[config.mk]
export PLATFORM = sky130hd
export DESIGN_NAME = sharedMemSys
export DESIGN_NICKNAME = d
export VERILOG_FILES = /design/src/hw/memArbPkg.sv /design/src/hw/sliceArbiter.sv /design/src/hw/cmdQueueMaster.sv /design/src/hw/sharedRam.sv /design/src/hw/sharedMemSys.sv
export SDC_FILE = /design/constraint.sdc
export NUM_CORES = 1
export LEC_CHECK = 0
export ABC_AREA = 0
export ABC_CLOCK_PERIOD_IN_PS = 12900
export BUFFER_PORTS_ARGS = -buffer_cell sky130_fd_sc_hd__buf_2
export CORE_MARGIN = 2
export CORE_UTILIZATION = 45
export CTS_BUF_LIST = sky130_fd_sc_hd__clkbuf_16
export DETAILED_ROUTE_END_ITERATION = 7
export GPL_TIMING_DRIVEN = 1
export PLACE_DENSITY = 0.57
export SLEW_MARGIN = 20
export SYNTH_ARGS = -nofsm -noshare
export SYNTH_HDL_FRONTEND = slang
export SYNTH_SLANG_ARGS = --single-unit
[constraint.sdc]
create_clock -name clk -period 12.9 [get_ports clk]
set_input_delay 3.225 -clock clk [delete_from_list [all_inputs] [get_ports clk]]
set_output_delay 3.225 -clock clk [all_outputs]
set_load 0.01 [all_outputs]
[src/hw/memArbPkg.sv]
// package with sizes, vector types and the arbiter state encoding

package memArbPkg;

  // ####################
  // sizes
  // ####################

  localparam int nMasters   = 4;  // peer command masters.
  localparam int sliceLen   = 4;  // cycles per grant slice.
  localparam int addrW      = 6;  // 64-word RAM.
  localparam int dataW      = 16;
  localparam int queueDepth = 4;  // commands held per master.

  // ####################
  // types
  // ####################

  typedef logic [addrW-1:0]    addr_t;     // RAM word address.
  typedef logic [dataW-1:0]    data_t;     // RAM data word.
  typedef logic [nMasters-1:0] grant_t;    // one-hot with bit i owning the RAM.
  typedef logic [1:0]          slotCnt_t;  // position inside a slice.

  // one state per owner and idle when nobody holds the RAM
  typedef enum logic [2:0] {
    idle = 3'd0,
    own0 = 3'd1,
    own1 = 3'd2,
    own2 = 3'd3,
    own3 = 3'd4
  } arbState_e;

endpackage

[src/hw/sliceArbiter.sv]
// time-slice round-robin arbiter with one state per owner and a slice counter

`timescale 1ns/1ps

module sliceArbiter (
  input  logic                          clk,
  input  logic                          rst,
  input  logic [memArbPkg::nMasters-1:0] req,
  output memArbPkg::grant_t             gnt
);

  memArbPkg::arbState_e state;
  memArbPkg::arbState_e nextState;
  memArbPkg::slotCnt_t  cnt;
  logic                 sliceEnd;
  logic                 clrCnt;
  logic [$clog2(memArbPkg::nMasters)-1:0] ownerIdx;

  // first requester found when scanning from start, wrapping around;
  // the last position scanned is the one just before start
  function automatic memArbPkg::arbState_e pickOwner(
    input int unsigned                    start,
    input logic [memArbPkg::nMasters-1:0] reqV
  );
    memArbPkg::arbState_e sel;
    int unsigned          idx;
    logic                 found;
    sel   = memArbPkg::idle;
    found = 1'b0;
    for (int off = 0; off < memArbPkg::nMasters; off++) begin
      idx = (start + off) % memArbPkg::nMasters;
      if (!found && reqV[idx]) begin
        sel   = memArbPkg::arbState_e'(3'(idx + 1));
        found = 1'b1;
      end
    end
    return sel;
  endfunction

  // ####################
  // slice counter
  // ####################

  assign ownerIdx = ($clog2(memArbPkg::nMasters))'(state - 3'd1);  // owner number.
  assign sliceEnd = (cnt == memArbPkg::slotCnt_t'(memArbPkg::sliceLen - 1));
  assign clrCnt   = (state == memArbPkg::idle) || sliceEnd;

  always_ff @(posedge clk or negedge rst) begin
    if (!rst) begin
      cnt <= '0;
    end else if (clrCnt) begin
      cnt <= '0;  // new slice starts at zero.
    end else begin
      cnt <= cnt + 2'd1;
    end
  end

  // ####################
  // state machine
  // ####################

  always_comb begin
    nextState = state;
    if (state == memArbPkg::idle) begin
      nextState = pickOwner(0, req);  // scan from master 0.
    end else if (sliceEnd) begin
      // rotate past the current owner, which is scanned last
      nextState = pickOwner((int'(ownerIdx) + 1) % memArbPkg::nMasters, req);
    end
  end

  always_ff @(posedge clk or negedge rst) begin
    if (!rst) begin
      state <= memArbPkg::idle;
    end else begin
      state <= nextState;
    end
  end

  // grant decoded from the registered state.
  always_comb begin
    for (int i = 0; i < memArbPkg::nMasters; i++) begin
      gnt[i] = (state == memArbPkg::arbState_e'(3'(i + 1)));
    end
  end

endmodule

[src/hw/cmdQueueMaster.sv]
// command master with a circular command queue, request level and granted issue

`timescale 1ns/1ps

module cmdQueueMaster (
  input  logic             clk,
  input  logic             rst,
  input  logic             cmdValid,
  input  logic             cmdWrite,
  input  memArbPkg::addr_t cmdAddr,
  input  memArbPkg::data_t cmdData,
  output logic             cmdFull,
  output logic             req,
  input  logic             gntMine,
  output logic             memEn,
  output logic             memWe,
  output memArbPkg::addr_t memAddr,
  output memArbPkg::data_t memWdata
);

  // queue storage as one field array per command part
  logic             qWrite [memArbPkg::queueDepth];
  memArbPkg::addr_t qAddr  [memArbPkg::queueDepth];
  memArbPkg::data_t qData  [memArbPkg::queueDepth];

  logic [$clog2(memArbPkg::queueDepth)-1:0] wrPtr;
  logic [$clog2(memArbPkg::queueDepth)-1:0] rdPtr;
  logic [$clog2(memArbPkg::queueDepth):0]   count;
  logic                                     push;
  logic                                     pop;

  assign cmdFull = (count == memArbPkg::queueDepth);
  assign req     = (count != '0);  // level while anything is queued.
  assign push    = cmdValid && !cmdFull;  // push on a full queue is dropped.
  assign pop     = gntMine && req;

  // ####################
  // storage
  // ####################

  always_ff @(posedge clk) begin
    if (push) begin
      qWrite[wrPtr] <= cmdWrite;
      qAddr[wrPtr]  <= cmdAddr;
      qData[wrPtr]  <= cmdData;
    end
  end

  // ####################
  // pointers and count
  // ####################

  always_ff @(posedge clk or negedge rst) begin
    if (!rst) begin
      wrPtr <= '0;
      rdPtr <= '0;
      count <= '0;
    end else begin
      if (push) begin
        wrPtr <= wrPtr + 1'b1;  // wraps at queueDepth.
      end
      if (pop) begin
        rdPtr <= rdPtr + 1'b1;
      end
      case ({push, pop})
        2'b10:   count <= count + 1'b1;
        2'b01:   count <= count - 1'b1;
        default: count <= count;  // both or neither.
      endcase
    end
  end

  // head entry goes straight to the RAM port while granted
  assign memEn    = pop;
  assign memWe    = pop && qWrite[rdPtr];
  assign memAddr  = qAddr[rdPtr];
  assign memWdata = qData[rdPtr];

endmodule

[src/hw/sharedRam.sv]
// single-port RAM with a grant-steered input mux and read-return routing

`timescale 1ns/1ps

module sharedRam (
  input  logic                           clk,
  input  logic                           rst,
  input  memArbPkg::grant_t              gnt,
  input  logic [memArbPkg::nMasters-1:0] memEn,
  input  logic [memArbPkg::nMasters-1:0] memWe,
  input  memArbPkg::addr_t               memAddr  [memArbPkg::nMasters],
  input  memArbPkg::data_t               memWdata [memArbPkg::nMasters],
  output logic [memArbPkg::nMasters-1:0] rdValid,
  output memArbPkg::data_t               rdData
);

  memArbPkg::data_t mem [2**memArbPkg::addrW];

  logic             selEn;
  logic             selWe;
  memArbPkg::addr_t selAddr;
  memArbPkg::data_t selWdata;

  // ####################
  // input mux
  // ####################

  // and-or select that relies on a one-hot or zero gnt
  always_comb begin
    selEn    = 1'b0;
    selWe    = 1'b0;
    selAddr  = '0;
    selWdata = '0;
    for (int i = 0; i < memArbPkg::nMasters; i++) begin
      selEn    = selEn | (gnt[i] & memEn[i]);
      selWe    = selWe | (gnt[i] & memWe[i]);
      selAddr  = selAddr | (memAddr[i] & {memArbPkg::addrW{gnt[i]}});
      selWdata = selWdata | (memWdata[i] & {memArbPkg::dataW{gnt[i]}});
    end
  end

  // ####################
  // array
  // ####################

  always_ff @(posedge clk) begin
    if (selEn) begin
      if (selWe) begin
        mem[selAddr] <= selWdata;
      end else begin
        rdData <= mem[selAddr];  // valid one cycle after the access.
      end
    end
  end

  // issuing master's grant bit delayed to line up with rdData
  always_ff @(posedge clk or negedge rst) begin
    if (!rst) begin
      rdValid <= '0;
    end else if (selEn && !selWe) begin
      rdValid <= gnt;
    end else begin
      rdValid <= '0;
    end
  end

endmodule

[src/hw/sharedMemSys.sv]
// top level with four command masters, the slice arbiter and the shared RAM

`timescale 1ns/1ps

module sharedMemSys (
  input  logic                           clk,
  input  logic                           rst,
  input  logic [memArbPkg::nMasters-1:0] cmdValid,
  input  logic [memArbPkg::nMasters-1:0] cmdWrite,
  input  memArbPkg::addr_t               cmdAddr [memArbPkg::nMasters],
  input  memArbPkg::data_t               cmdData [memArbPkg::nMasters],
  output logic [memArbPkg::nMasters-1:0] cmdFull,
  output logic [memArbPkg::nMasters-1:0] rdValid,
  output memArbPkg::data_t               rdData,
  output memArbPkg::grant_t              gnt
);

  // ####################
  // master to RAM wiring
  // ####################

  logic [memArbPkg::nMasters-1:0] req;
  logic [memArbPkg::nMasters-1:0] memEn;
  logic [memArbPkg::nMasters-1:0] memWe;
  memArbPkg::addr_t               memAddr  [memArbPkg::nMasters];
  memArbPkg::data_t               memWdata [memArbPkg::nMasters];

  for (genvar i = 0; i < memArbPkg::nMasters; i++) begin : gMaster
    cmdQueueMaster queueMaster (
      .clk      (clk),
      .rst      (rst),
      .cmdValid (cmdValid[i]),
      .cmdWrite (cmdWrite[i]),
      .cmdAddr  (cmdAddr[i]),
      .cmdData  (cmdData[i]),
      .cmdFull  (cmdFull[i]),
      .req      (req[i]),
      .gntMine  (gnt[i]),  // own bit of the shared grant.
      .memEn    (memEn[i]),
      .memWe    (memWe[i]),
      .memAddr  (memAddr[i]),
      .memWdata (memWdata[i])
    );
  end

  // ####################
  // arbiter and RAM
  // ####################

  sliceArbiter arbiter (
    .clk (clk),
    .rst (rst),
    .req (req),
    .gnt (gnt)
  );

  sharedRam ram (
    .clk      (clk),
    .rst      (rst),
    .gnt      (gnt),
    .memEn    (memEn),
    .memWe    (memWe),
    .memAddr  (memAddr),
    .memWdata (memWdata),
    .rdValid  (rdValid),
    .rdData   (rdData)
  );

endmodule

==> impl_results.md <==
- Unrepaired setup endpoints after global routing: no
- Clock latency on the worst-skew pair: about 0.78 ns
- Worst Skew: 0.0259 ns
- Netlist cell types: 72
- Clk pin slew, worst setup/hold paths: 0.06 ns
- CTS tree: done
- Peak VDD IR: 0.000252 V
- Worst endpoint required time: between 9 and 10 ns
- Syn Inst Count: 3408
- Synth Area per Inst: 16.5 sq um
- Initial drt markers: around 4.2k
- Avg WL per Cell: 30.0 um
- Cts bufs inserted: 151
- Finished Layout Cells: 5383
- Worst-path maximum fanout: 22
- PwrDens: 295 nW/um^2
- TritonCTS Sinks: 1445
- Final count of pins violating max slew: 0
- H-Tree Depth: 4
- Core box area: 124000 sq um
- Antenna Violating Nets Remaining: 0
- Die H: 357 um
- RD Place Congestion: 0.886
- Commonest non-fill, non-tap cell in the layout: edfxtp_1
- #FFs+latches synth: between 1k and 1.5k
- 1st-pass router iterations: 8
- Vias: about 32k
- Syn nets: 3537
- Critical path arrival: around 2.6 ns
- Max clock buf depth: 3
- Setup_tns: 0 ns
- FFs w/ async S/R, synth: 0.0256
- Share of layout cells above drive strength 1: 0.178
- Critical Path Start Type: flop
- Max Fclk: 173 MHz
- GR Overflow Total: 0
- Fin crit period: 5.79 ns
- HPWL after DPL: 95.1 mm
- Fin nets: between 3k and 4k
- Setup CP Type: flop to output port
- First-pass GRT wire length: 231 mm
- Hold Buf Count CTS: 0
- Commonest cells after routing, fill and taps aside: edfxtp_1, nand2_1, nand3_1
- Port Buffers: about 130
- Fillers: ~10k
- GRT Total Usage: 0.254
- Root Driver: clkbuf_16
- Largest net degree at the start of global routing: 76
- Post-CTS Repair Setup Buffers: 0
- EDFF count, synth: 1408
- Final setup vio count: 0
- Initial Utilization: 0.454
- Vias/cell: 6.03
- Number of global-route vias before repair: 31.0k
- FP Rows: 129
- Failing checks: design-rule violations
- Placed instance count: 5115
- Max-cap violations: 0
- Initial antenna violation count: 21
- Synth Flop Type: edfxtp_1
- Post_cts resized: 0
- Die area: between 100000 and 150000 sq um
- Layout area overhead: 14.0%
- CP Capture Type: output port
- I/O pins: 126
- Hold Vio Cnt, Final: 0
- Status: finished, violations left
- Drt total wl: 161 mm
- Synthesized area: 56200 sq um
- Rel. slew slack: 0.243
- Actual slew at the worst max-slew pin: between 1 and 1.5 ns
- # DRC: 1
- Part of the cycle the worst path needs: 0.449
- Synth warn: 0
- Worst min path class: flop to flop
- Seq/Total Area, Yosys: 0.769
- Die width: 357 um
- Total leakage power: 21.4 nW
-- cells in the mapped netlist (all sizes together), types with 11 or more instances --
cell	number	area share
edfxtp	1408	0.75
nand2	426	0.029
nand3	182	0.016
a22oi	138	0.018
a21oi	131	0.012
clkbuf	125	0.0084
nor2	103	0.0069
buf	91	0.0080
mux4	90	0.036
mux2i	85	0.015
o21ai	81	0.0072
a221oi	65	0.010
mux2	49	0.0098
a31oi	39	0.0043
dfrtp	37	0.016
inv	33	0.0022
nor3	32	0.0030
a22o	28	0.0044
ha	27	0.0060
a211oi	26	0.0036
and2	25	0.0028
o22ai	17	0.0019
xor2	13	0.0020
xnor2	12	0.0019
and3	11	0.0012
nand4	11	0.0012
-- cells by family (layout without fill, tap and decap cells) --
logic type | after synthesis | after routing | share of synthesized area
DFF | 1445 | 1445 | 0.769
AOI/OAI and AO/OA | 609 | 609 | 0.0753
xor gates and xnor gates | 25 | 25 | 0.00390
adders and majority gates | 31 | 31 | 0.00744
other | 0 | 3 | 0
buffers and inverters | 249 | 584 | 0.0186
and+or+nand+nor | 825 | 825 | 0.0643
muxes | 224 | 224 | 0.0611
-- state kept, by name (all words and copies together) (netlist names) --
| name | flops |
|---|---|
| arbiter.cnt | 2 |
| ram.mem | 1024 |
| gMaster.queueMaster.qData | 256 |
| gMaster.queueMaster.wrPtr | 8 |
| gMaster.queueMaster.qWrite | 16 |
| ram.rdData | 16 |
| ram.rdValid | 4 |
| arbiter.state | 3 |
| gMaster.queueMaster.count | 12 |
| gMaster.queueMaster.qAddr | 96 |
| gMaster.queueMaster.rdPtr | 8 |
-- final timing paths --
check                           slack [ns]                                     endpoint  cells past startpoint                    startpoint
worst min register to register        0.45                     arbiter.cnt[0]$_DFF_PN0_                      1      arbiter.cnt[0]$_DFF_PN0_
max in group asynchronous             9.93  gMaster[0].queueMaster.count[0]$_DFFE_PN0P_                      2                           rst
min in group asynchronous             2.50  gMaster[1].queueMaster.wrPtr[0]$_DFFE_PN0P_                      2                           rst
worst max register to register        7.12                      ram.rdData[9]$_DFFE_PP_                     15  arbiter.state[0]$_DFFE_PN0P_
worst min-delay path                  0.45                     arbiter.cnt[0]$_DFF_PN0_                      1      arbiter.cnt[0]$_DFF_PN0_
worst max-delay path                  7.11                                       gnt[3]                      6  arbiter.state[0]$_DFFE_PN0P_
-- critical path: stages, from the launching register on --
cell	delay (ns)
dfrtp_1	0.62
inv_1	0.21
ha_1	0.28
nand2_1	0.20
inv_1	0.07
buf_4	0.22
buf_2	0.19
-- through the flow --
step | hold slack [ns] | worst slack, ns | power, mW | util | instance area, sq um
5_1_grt | 0.486 | 6.83 | 19.6 | 0.517 | 64000
2_1_floorplan | 0.415 | 7.77 | 11.3 | - | 56200
6_report | 0.449 | 7.11 | 18.9 | 0.517 | 64000
3_3_place_gp | 0.427 | 6.90 | 14.7 | 0.479 | 59300
4_1_cts | 0.450 | 7.04 | 18.9 | 0.517 | 64000
3_5_place_dp | 0.436 | 7.13 | 14.8 | 0.479 | 59400
-- routing by layer --
layer  vias to the layer above  part of all wire  track usage
met5                         -            0.0011            0
met4                        26             0.034       0.0899
met3                       281             0.094       0.0602
met2                      1651              0.46        0.388
met1                     16600              0.41        0.357
li1                      13900                 -            -
-- area by class of cell --
type,instances,area (sq um),share of cell area
Sequential cell,1445,43200,0.675
Timing Repair Buffer,286,1850,0.0289
Inverter,33,124,0.00194
Clock inverter,112,810,0.0126
Multi-Input combinational cell,1714,12100,0.190
Tap cell,1637,2050,0.0320
Antenna cell,3,7.51,0.000117
Clock buffer,153,3830,0.0598
-- report_power, final --
group	internal, mW	switching, mW
sequential	6.65	0.159
clock	2.35	1.78
combinational	2.11	5.87
total	11.1	7.80
Power figures use the tool's default switching activity.
